[src/hw/raster_config.svh]
////////////////////////////////////////
// Build-time sizes of the fragment front end
// Index width must hold screen width times line count
// Fraction bits must stay below 31 for the signed result
// Colour fraction bits must be at least the sub-pixel width
////////////////////////////////////////
`ifndef RASTER_CONFIG_SVH
`define RASTER_CONFIG_SVH

// Screen geometry
`define RASTER_SCREEN_WIDTH      640
`define RASTER_SCREEN_POS_WIDTH  11
`define RASTER_INDEX_WIDTH       20

// Colour channel width after saturation
`define RASTER_SUB_PIXEL_WIDTH   8

// Fixed-point formats of the pixel pipeline
`define RASTER_TEX_FRAC_BITS     15   // S16.15
`define RASTER_DEPTH_FRAC_BITS   16   // Q16.16

// Colour before saturation, 1.0 is bit 16
`define RASTER_COLOR_FRAC_BITS   16

`endif

[src/hw/raster_ctrl_pkg.sv]
////////////////////////////////////////
// Control state of the span sequencer
// Idle waits for a span, walk streams its fragments
////////////////////////////////////////

package raster_ctrl_pkg;

    // Span sequencer states
    typedef enum logic {
        SPAN_IDLE = 1'b0,
        SPAN_WALK = 1'b1
    } span_state_e;

endpackage

[src/hw/raster_types_pkg.sv]
////////////////////////////////////////
// Arithmetic formats of the fragment front end
// Floats are IEEE-754 single precision, no denormal support
// Fixed words are 32 bit two's complement
////////////////////////////////////////
`include "raster_config.svh"

package raster_types_pkg;

    // Field view of a single-precision float
    typedef struct packed {
        logic        sign;
        logic [7:0]  exponent;
        logic [22:0] mantissa;
    } float_fields_s;

    // One float word, read either raw or split into fields
    typedef union packed {
        logic [31:0]   bits;
        float_fields_s fields;
    } float_word_u;

    // Signed fixed-point result, fraction position set per use
    typedef logic signed [31:0] fixed_word_t;

    // Saturated colour channel
    typedef logic [`RASTER_SUB_PIXEL_WIDTH-1:0] sub_pixel_t;

    // Screen coordinate, also used for span lengths
    typedef logic [`RASTER_SCREEN_POS_WIDTH-1:0] screen_pos_t;

endpackage

[src/hw/attribute_converter.sv]
////////////////////////////////////////
// Converts all fragment attributes to fixed point
// Latency 2 enabled cycles, tags follow in step
// Depth Q16.16, texture S16.15, colour saturated
// Colours of 1.0 or more and negatives give all ones
////////////////////////////////////////
`timescale 1ns/1ns
`include "raster_config.svh"

module attribute_converter
(
    input  logic                                aclk,
    input  logic                                rst_n,
    input  logic                                ce,
    input  logic                                in_valid,
    input  raster_types_pkg::screen_pos_t       in_x,
    input  raster_types_pkg::screen_pos_t       in_y,
    input  logic [`RASTER_INDEX_WIDTH-1:0]      in_index,
    input  logic                                in_last,
    input  raster_types_pkg::float_word_u       in_depth_z,
    input  raster_types_pkg::float_word_u       in_tex_s,
    input  raster_types_pkg::float_word_u       in_tex_t,
    input  raster_types_pkg::float_word_u       in_color_r,
    input  raster_types_pkg::float_word_u       in_color_g,
    input  raster_types_pkg::float_word_u       in_color_b,
    input  raster_types_pkg::float_word_u       in_color_a,
    output logic                                out_valid,
    output raster_types_pkg::screen_pos_t       out_x,
    output raster_types_pkg::screen_pos_t       out_y,
    output logic [`RASTER_INDEX_WIDTH-1:0]      out_index,
    output logic                                out_last,
    output raster_types_pkg::fixed_word_t       out_depth_z,
    output raster_types_pkg::fixed_word_t       out_tex_s,
    output raster_types_pkg::fixed_word_t       out_tex_t,
    output raster_types_pkg::sub_pixel_t        out_color_r,
    output raster_types_pkg::sub_pixel_t        out_color_g,
    output raster_types_pkg::sub_pixel_t        out_color_b,
    output raster_types_pkg::sub_pixel_t        out_color_a
);
    import raster_types_pkg::*;

    localparam int SUB_W = `RASTER_SUB_PIXEL_WIDTH;
    localparam int COLOR_FRAC = `RASTER_COLOR_FRAC_BITS;
    localparam int TAG_W = 2 * `RASTER_SCREEN_POS_WIDTH + `RASTER_INDEX_WIDTH + 1;

    fixed_word_t      color_r_fix;
    fixed_word_t      color_g_fix;
    fixed_word_t      color_b_fix;
    fixed_word_t      color_a_fix;
    logic [1:0]       valid_q;
    logic [TAG_W-1:0] tag_s1;
    logic [TAG_W-1:0] tag_s2;

    // Integer part set means 1.0 or above, or negative
    function automatic sub_pixel_t saturate_color(input fixed_word_t word);
        if (|word[31:COLOR_FRAC])
            return '1;
        else
            return word[COLOR_FRAC-SUB_W +: SUB_W];
    endfunction

    ////////////////////////////////////////
    // Float conversion
    ////////////////////////////////////////
    float_to_fixed #(.FRAC_BITS(`RASTER_DEPTH_FRAC_BITS)) i_conv_depth_z
        (.aclk(aclk), .ce(ce), .in_word(in_depth_z), .out_word(out_depth_z));
    float_to_fixed #(.FRAC_BITS(`RASTER_TEX_FRAC_BITS)) i_conv_tex_s
        (.aclk(aclk), .ce(ce), .in_word(in_tex_s), .out_word(out_tex_s));
    float_to_fixed #(.FRAC_BITS(`RASTER_TEX_FRAC_BITS)) i_conv_tex_t
        (.aclk(aclk), .ce(ce), .in_word(in_tex_t), .out_word(out_tex_t));
    float_to_fixed #(.FRAC_BITS(COLOR_FRAC)) i_conv_color_r
        (.aclk(aclk), .ce(ce), .in_word(in_color_r), .out_word(color_r_fix));
    float_to_fixed #(.FRAC_BITS(COLOR_FRAC)) i_conv_color_g
        (.aclk(aclk), .ce(ce), .in_word(in_color_g), .out_word(color_g_fix));
    float_to_fixed #(.FRAC_BITS(COLOR_FRAC)) i_conv_color_b
        (.aclk(aclk), .ce(ce), .in_word(in_color_b), .out_word(color_b_fix));
    float_to_fixed #(.FRAC_BITS(COLOR_FRAC)) i_conv_color_a
        (.aclk(aclk), .ce(ce), .in_word(in_color_a), .out_word(color_a_fix));

    ////////////////////////////////////////
    // Valid and tag delay, matches converter
    ////////////////////////////////////////
    always_ff @(posedge aclk or negedge rst_n)
    begin
        if (!rst_n)
            valid_q <= 2'b00;
        else if (ce)
            valid_q <= {valid_q[0], in_valid};
    end

    always_ff @(posedge aclk)
    begin
        if (ce)
        begin
            tag_s1 <= {in_x, in_y, in_index, in_last};
            tag_s2 <= tag_s1;
        end
    end

    assign out_valid = valid_q[1];
    assign {out_x, out_y, out_index, out_last} = tag_s2;

    // Colour channels
    assign out_color_r = saturate_color(color_r_fix);
    assign out_color_g = saturate_color(color_g_fix);
    assign out_color_b = saturate_color(color_b_fix);
    assign out_color_a = saturate_color(color_a_fix);

    out_valid_known : assert property (
        @(posedge aclk) disable iff (!rst_n) !$isunknown(out_valid)
    );

endmodule

[src/hw/float_to_fixed.sv]
////////////////////////////////////////
// Float to signed fixed-point, 2 cycles
// Truncates toward zero, denormals give 0
// Overflow, inf and NaN saturate by sign
// Stalls completely while ce is low
////////////////////////////////////////
`timescale 1ns/1ns

module float_to_fixed #(
    parameter int FRAC_BITS = 16
)
(
    input  logic                          aclk,
    input  logic                          ce,
    input  raster_types_pkg::float_word_u in_word,
    output raster_types_pkg::fixed_word_t out_word
);
    import raster_types_pkg::*;

    // Exponent bias plus mantissa width, less the fraction bits
    localparam logic signed [9:0] SHIFT_BIAS = 10'(150 - FRAC_BITS);
    // A 24 bit mantissa fits 31 bits up to this left shift
    localparam logic signed [9:0] MAX_LEFT = 10'sd7;
    localparam logic signed [9:0] MIN_RIGHT = -10'sd24;
    localparam fixed_word_t FIXED_MAX = 32'sh7fff_ffff;
    localparam fixed_word_t FIXED_MIN = 32'sh8000_0000;

    logic signed [9:0] shift;
    logic signed [9:0] shift_neg;
    logic              s1_sign;
    logic [23:0]       s1_mant;
    logic              s1_left;
    logic [4:0]        s1_amount;
    logic              s1_sat;
    logic              s1_zero;
    logic [31:0]       mant_wide;
    fixed_word_t       magnitude;
    fixed_word_t       result;

    ////////////////////////////////////////
    // Stage 1, field decode and shift amount
    ////////////////////////////////////////
    assign shift = $signed({2'b00, in_word.fields.exponent}) - SHIFT_BIAS;
    assign shift_neg = -shift;

    always_ff @(posedge aclk)
    begin
        if (ce)
        begin
            s1_sign   <= in_word.fields.sign;
            s1_mant   <= {1'b1, in_word.fields.mantissa};
            s1_left   <= !shift[9];
            s1_amount <= shift[9] ? shift_neg[4:0] : shift[4:0];
            s1_sat    <= (in_word.fields.exponent == 8'hff) || (shift > MAX_LEFT);
            s1_zero   <= (in_word.fields.exponent == 8'h00) || (shift <= MIN_RIGHT);
        end
    end

    ////////////////////////////////////////
    // Stage 2, shift, sign and saturation
    ////////////////////////////////////////
    assign mant_wide = {8'h00, s1_mant};

    always_comb
    begin
        if (s1_left)
            magnitude = mant_wide << s1_amount;
        else
            magnitude = mant_wide >> s1_amount;

        if (s1_sat)
            result = s1_sign ? FIXED_MIN : FIXED_MAX;
        else if (s1_zero)
            result = '0;
        else if (s1_sign)
            result = -magnitude;
        else
            result = magnitude;
    end

    always_ff @(posedge aclk)
    begin
        if (ce)
            out_word <= result;
    end

endmodule

[src/hw/raster_fragment_top.sv]
////////////////////////////////////////
// Fragment front end, sequencer and converter
// Whole pipeline stalls while m_ready is low
////////////////////////////////////////
`timescale 1ns/1ns
`include "raster_config.svh"

module raster_fragment_top
(
    input  logic                           aclk,
    input  logic                           rst_n,
    input  logic                           span_start,
    input  raster_types_pkg::screen_pos_t  span_x,
    input  raster_types_pkg::screen_pos_t  span_y,
    input  raster_types_pkg::screen_pos_t  span_len,
    output logic                           span_busy,
    input  logic                           s_valid,
    output logic                           s_ready,
    input  raster_types_pkg::float_word_u  s_depth_z,
    input  raster_types_pkg::float_word_u  s_tex_s,
    input  raster_types_pkg::float_word_u  s_tex_t,
    input  raster_types_pkg::float_word_u  s_color_r,
    input  raster_types_pkg::float_word_u  s_color_g,
    input  raster_types_pkg::float_word_u  s_color_b,
    input  raster_types_pkg::float_word_u  s_color_a,
    output logic                           m_valid,
    input  logic                           m_ready,
    output raster_types_pkg::screen_pos_t  m_x,
    output raster_types_pkg::screen_pos_t  m_y,
    output logic [`RASTER_INDEX_WIDTH-1:0] m_index,
    output logic                           m_last,
    output raster_types_pkg::fixed_word_t  m_depth_z,
    output raster_types_pkg::fixed_word_t  m_tex_s,
    output raster_types_pkg::fixed_word_t  m_tex_t,
    output raster_types_pkg::sub_pixel_t   m_color_r,
    output raster_types_pkg::sub_pixel_t   m_color_g,
    output raster_types_pkg::sub_pixel_t   m_color_b,
    output raster_types_pkg::sub_pixel_t   m_color_a
);
    import raster_types_pkg::*;

    logic                           cnt_load;
    logic                           cnt_step;
    screen_pos_t                    cnt_x;
    logic                           cnt_last;
    logic                           conv_valid;
    screen_pos_t                    conv_x;
    screen_pos_t                    conv_y;
    logic [`RASTER_INDEX_WIDTH-1:0] conv_index;
    logic                           conv_last;

    span_sequencer i_span_sequencer (
        .aclk(aclk), .rst_n(rst_n),
        .span_start(span_start), .span_x(span_x), .span_y(span_y),
        .span_len(span_len), .span_busy(span_busy),
        .s_valid(s_valid), .s_ready(s_ready), .m_ready(m_ready),
        .cnt_x(cnt_x), .cnt_last(cnt_last), .cnt_load(cnt_load), .cnt_step(cnt_step),
        .conv_valid(conv_valid), .conv_x(conv_x), .conv_y(conv_y),
        .conv_index(conv_index), .conv_last(conv_last)
    );

    span_pixel_counter i_span_pixel_counter (
        .aclk(aclk), .rst_n(rst_n),
        .cnt_load(cnt_load), .cnt_step(cnt_step),
        .load_x(span_x), .load_len(span_len),
        .cnt_x(cnt_x), .cnt_last(cnt_last)
    );

    // Downstream ready is the pipeline clock enable
    attribute_converter i_attribute_converter (
        .aclk(aclk), .rst_n(rst_n), .ce(m_ready),
        .in_valid(conv_valid), .in_x(conv_x), .in_y(conv_y),
        .in_index(conv_index), .in_last(conv_last),
        .in_depth_z(s_depth_z), .in_tex_s(s_tex_s), .in_tex_t(s_tex_t),
        .in_color_r(s_color_r), .in_color_g(s_color_g),
        .in_color_b(s_color_b), .in_color_a(s_color_a),
        .out_valid(m_valid), .out_x(m_x), .out_y(m_y),
        .out_index(m_index), .out_last(m_last),
        .out_depth_z(m_depth_z), .out_tex_s(m_tex_s), .out_tex_t(m_tex_t),
        .out_color_r(m_color_r), .out_color_g(m_color_g),
        .out_color_b(m_color_b), .out_color_a(m_color_a)
    );

endmodule

[src/hw/span_pixel_counter.sv]
////////////////////////////////////////
// Position and remaining count of a span
// cnt_last flags the final pixel
////////////////////////////////////////
`timescale 1ns/1ns

module span_pixel_counter
(
    input  logic                          aclk,
    input  logic                          rst_n,
    input  logic                          cnt_load,
    input  logic                          cnt_step,
    input  raster_types_pkg::screen_pos_t load_x,
    input  raster_types_pkg::screen_pos_t load_len,
    output raster_types_pkg::screen_pos_t cnt_x,
    output logic                          cnt_last
);
    import raster_types_pkg::*;

    screen_pos_t remaining;

    always_ff @(posedge aclk or negedge rst_n)
    begin
        if (!rst_n)
        begin
            cnt_x     <= '0;
            remaining <= '0;
        end
        else if (cnt_load)
        begin
            cnt_x     <= load_x;
            remaining <= load_len;
        end
        else if (cnt_step)
        begin
            cnt_x     <= cnt_x + 1'b1;
            remaining <= remaining - 1'b1;
        end
    end

    assign cnt_last = (remaining == screen_pos_t'(1));

    // Sequencer must stop stepping at the end of a span
    step_in_span : assert property (
        @(posedge aclk) disable iff (!rst_n) cnt_step |-> (remaining != '0)
    );

endmodule

[src/hw/span_sequencer.sv]
////////////////////////////////////////
// Accepts spans and stamps their fragments
// span_start is ignored while span_busy is high
// span_len must be at least 1
// Stream ready follows m_ready only while walking
////////////////////////////////////////
`timescale 1ns/1ns
`include "raster_config.svh"

module span_sequencer
(
    input  logic                           aclk,
    input  logic                           rst_n,
    input  logic                           span_start,
    input  raster_types_pkg::screen_pos_t  span_x,
    input  raster_types_pkg::screen_pos_t  span_y,
    input  raster_types_pkg::screen_pos_t  span_len,
    output logic                           span_busy,
    input  logic                           s_valid,
    output logic                           s_ready,
    input  logic                           m_ready,
    input  raster_types_pkg::screen_pos_t  cnt_x,
    input  logic                           cnt_last,
    output logic                           cnt_load,
    output logic                           cnt_step,
    output logic                           conv_valid,
    output raster_types_pkg::screen_pos_t  conv_x,
    output raster_types_pkg::screen_pos_t  conv_y,
    output logic [`RASTER_INDEX_WIDTH-1:0] conv_index,
    output logic                           conv_last
);
    import raster_types_pkg::*;
    import raster_ctrl_pkg::*;

    localparam int INDEX_W = `RASTER_INDEX_WIDTH;

    span_state_e state;
    screen_pos_t span_y_q;
    logic        accept;

    assign span_busy = (state == SPAN_WALK);
    assign s_ready = span_busy && m_ready;
    assign accept = s_valid && s_ready;
    assign cnt_load = span_start && (state == SPAN_IDLE);
    assign cnt_step = accept;

    // Fragment stamp, valid in the accept cycle
    assign conv_valid = accept;
    assign conv_x = cnt_x;
    assign conv_y = span_y_q;
    assign conv_last = cnt_last;
    assign conv_index = INDEX_W'(span_y_q * `RASTER_SCREEN_WIDTH + cnt_x);

    always_ff @(posedge aclk or negedge rst_n)
    begin
        if (!rst_n)
            state <= SPAN_IDLE;
        else
        begin
            case (state)
                SPAN_IDLE:
                    if (span_start)
                        state <= SPAN_WALK;
                SPAN_WALK:
                    if (accept && cnt_last)
                        state <= SPAN_IDLE;
                default:
                    state <= SPAN_IDLE;
            endcase
        end
    end

    // Row of the active span
    always_ff @(posedge aclk)
    begin
        if (cnt_load)
            span_y_q <= span_y;
    end

    start_when_idle : assert property (
        @(posedge aclk) disable iff (!rst_n) span_start |-> !span_busy
    );

    // Span must be non-empty and begin on screen
    span_on_screen : assert property (
        @(posedge aclk) disable iff (!rst_n)
        span_start |-> (span_len != '0) && (span_x < `RASTER_SCREEN_WIDTH)
    );

endmodule

[config.mk]
export PLATFORM = sky130hd
export DESIGN_NAME = raster_fragment_top
export DESIGN_NICKNAME = d
export VERILOG_FILES = /design/src/hw/raster_ctrl_pkg.sv /design/src/hw/raster_types_pkg.sv /design/src/hw/attribute_converter.sv /design/src/hw/float_to_fixed.sv /design/src/hw/raster_fragment_top.sv /design/src/hw/span_pixel_counter.sv /design/src/hw/span_sequencer.sv
export VERILOG_INCLUDE_DIRS = /design/src /design/src/hw
export SDC_FILE = /design/constraint.sdc
export NUM_CORES = 2
export LEC_CHECK = 0
export ABC_AREA = 1
export BUFFER_PORTS_ARGS = -buffer_cell sky130_fd_sc_hd__buf_2
export CAP_MARGIN = 15
export CORE_MARGIN = 2
export CORE_UTILIZATION = 35
export CTS_CLUSTER_SIZE = 10
export DETAILED_ROUTE_END_ITERATION = 16
export PLACE_DENSITY = 0.61
export SLEW_MARGIN = 10
export SYNTH_ARGS = -nofsm -noshare
export SYNTH_HDL_FRONTEND = slang
export SYNTH_HIERARCHICAL = 1
export SYNTH_SLANG_ARGS = --single-unit
export TNS_END_PERCENT = 100
[constraint.sdc]
create_clock -name aclk -period 4 [get_ports aclk]
set_input_delay 0 -clock aclk [delete_from_list [all_inputs] [get_ports aclk]]
set_output_delay 0 -clock aclk [all_outputs]
set_load 0.01 [all_outputs]
==> impl_metrics.tcl <==
set metrics [dict create \
    die_w_um 368 \
    irDropWorstVdd_mv 0.356 \
    startpoint_type "input port" \
    fmax_mhz 284 \
    start_util_pct 35.3 \
    drc 0 \
    cts_tree "built" \
    path_max_fanout 4 \
    portBuffers 435 \
    clock_skew_ps 42.4 \
    p_int_mw 13.9 \
    syn_area_um2 46500 \
    cts_sinks 538 \
    grt.total_usage_pct 24.7 \
    switching_share_pct 42.5 \
    power.leakage_nw 26.5 \
    grt_pass1_vias 47872 \
    worstSetupPathType "in2reg" \
    num_rows 133 \
    multi_input_area_um2 26600 \
    outcome "finished, final reports clean" \
    p_seq_share_pct 31.5 \
    worst_setup_path_end_kind "flop" \
    drt_pass1_iterations 6 \
    min_period_ps 3530 \
    register_area_um2 16000 \
    power_density_nw_per_um2 429 \
    grt_pass1_wl_um 271000 \
    numCtsBuffers 71 \
    die_y_um 368 \
    tns_ps 0 \
    tightest_slew_ps 1010 \
    nets 8121 \
    clkTransAtPathRegs_ps 50 \
    ys_warn_count 6 \
    post_drt_wl_per_cell_um 18.0 \
    hold_class "in2reg" \
    rsz0062_at_grt "no" \
    finish.instance_area_um2 56300 \
    cts.path.max_buffers 3 \
    use_met2_pct 40.2 \
    synth_nets 7416 \
    max-slew-margin-rel_pct 32.2 \
    drtIter0Drc 5377 \
    period_share_pct 88.2 \
    critPathRequiredTime_ps 4410 \
    cp.arrival_ps 3930 \
    syn2layout_area_growth_pct 21.2 \
    post_cts_buffers 0 \
    postSynthCellCount 7089 \
    met1_usage_pct 34.4 \
    maxSlewViolCount 0 \
    grt_antenna_before_repair 4 \
    grt.busiest_layer "met2" \
    hold_viol_final 0 \
    root_buffer "clkbuf_16" \
    clock_latency_ps 690 \
    htreeDepth 3 \
    grt_max_degree 129 \
    drive_gt1_share_pct 12.3 \
    fin_total_pwr_mw 24.2 \
    syn_area_per_cell_um2 6.56 \
    die-area_um2 136000 \
    routabilityCongestion 0.986 \
    fill_cells 13665 \
    fp.coreArea_um2 132000 \
    combPwrFrac_pct 43.4 \
    ant_nets 0 \
    routed_wl_um 173000 \
    placed_area_um2 50000 \
    ios 436 \
    num_vias 51636 \
    met3_usage_pct 3.14 \
    cap_violations 0 \
    power.switching_mw 10.3 \
    setup-violations-final 0 \
    clkPwrFrac_pct 25.1 \
    avgViaCountPerCell 5.38 \
    grt.overflow.total 0 \
    hpwl_um 129000 \
]
-- placed cells by master, fill, tap and decap left out, drive strengths merged --
cell type	instances
a31o	5
xor2	33
edfxtp	513
o211ai	21
inv	475
ha	63
or2	6
a21o	2
a21oi	184
a22oi	20
and2	7
a21boi	1
fa	2
o31ai	4
a41oi	1
dfrtp	25
nor2	522
bufinv	1
nand4	114
clkinvlp	3
nand3b	25
clkinv	41
o221ai	1
clkbuf	92
a31oi	2
nand3	1746
o22ai	2
and3	5
xnor2	18
o311ai	1
dlygate4sd3	415
o2111ai	1
buf	572
nor3	37
nor4	6
diode	4
nand2	2613
o21bai	2
o21ai	260
-- layer usage --
| metal | vias up | routed length [µm] |
|---|---|---|
| li1 | 25212 | - |
| met1 | 24004 | 77500 |
| met2 | 2175 | 79200 |
| met3 | 245 | 11600 |
| met4 | 0 | 4290 |
| met5 | - | 0 |
-- state kept, by name, indices dropped and copies added (netlist names), 24 cells and up --
| signal | flops |
|---|---|
| i_attribute_converter/i_conv_color_a/out_word | 24 |
| i_attribute_converter/i_conv_tex_s/out_word | 32 |
| i_attribute_converter/i_conv_color_r/out_word | 24 |
| i_attribute_converter/i_conv_color_g/out_word | 24 |
| i_attribute_converter/i_conv_depth_z/out_word | 32 |
| i_attribute_converter/tag_s2 | 43 |
| i_attribute_converter/tag_s1 | 43 |
| i_attribute_converter/i_conv_color_b/out_word | 24 |
| i_attribute_converter/i_conv_tex_t/out_word | 32 |
-- final cells by class --
| class | instances | share of cell area (%) |
|---|---|---|
| Antenna cell | 4 | 0.0178 |
| Clock inverter | 28 | 0.522 |
| Clock buffer | 92 | 3.33 |
| Multi-Input combinational cell | 5704 | 47.2 |
| Timing Repair Buffer | 987 | 13.2 |
| Tap cell | 1755 | 3.90 |
| Sequential cell | 538 | 28.5 |
| Inverter | 492 | 3.30 |
-- power groups by stage --
stage	logic [mW]	registers (mW)	clock network, mW
2_1_floorplan	7.16	7.58	0
3_3_place_gp	9.76	7.71	0
3_5_place_dp	9.79	7.72	0
4_1_cts	10.3	7.62	6.25
5_1_grt	11.7	7.70	6.45
6_report	10.5	7.62	6.05
-- path summary, 6_finish.rpt --
path | startpoint | to | slack, ps | depth (start not counted)
min in group asynchronous | rst_n | i_attribute_converter/valid_q[0]$_DFFE_PN0P_ | 350 | 4
worst max register to register | i_attribute_converter/i_conv_color_b/s1_amount[3]$_DFFE_PP_ | i_attribute_converter/i_conv_color_b/out_word[21]$_DFFE_PP_ | 490 | 14
worst min register to register | i_attribute_converter/tag_s1[36]$_DFFE_PP_ | i_attribute_converter/tag_s2[36]$_DFFE_PP_ | 410 | 0
worst max-delay path | s_depth_z[24] | i_attribute_converter/i_conv_depth_z/s1_sat$_DFFE_PP_ | 470 | 15
worst min-delay path | s_color_r[13] | i_attribute_converter/i_conv_color_r/s1_mant[13]$_DFFE_PP_ | 50 | 2
max in group asynchronous | rst_n | i_span_pixel_counter/remaining[8]$_DFFE_PN0P_ | 3500 | 4
-- per-stage QoR --
stage	hold slack [ps]	util, %	setup slack, ps	std cells
after global routing	11.8	42.8	233	9597
after detailed placement	43.4	38.0	543	9060
after global placement	39.2	38.0	539	9060
after floorplan	-296	-	1440	7089
after CTS	0.462	42.8	495	9596
final	54.3	42.8	474	9600
-- worst max-delay path, cell delays in order --
cell and delay [ps]:
dlygate4sd3_1 530, buf_2 160, ha_1 230, nand2_1 70, dlygate4sd3_1 540, inv_1 40
nor2_1 160, inv_1 90, nor4_1 270, dlygate4sd3_1 600, nand3_1 70, dlygate4sd3_1 560
nand2_1 60, dlygate4sd3_1 530, inv_1 30
-- what timing repair did --
item,4_1_cts,5_1_grt
endpoints found under the hold margin,358,0
resized for setup,0,0
hold buffers,416,0
Note: power is estimated with default switching activity, not from simulation.
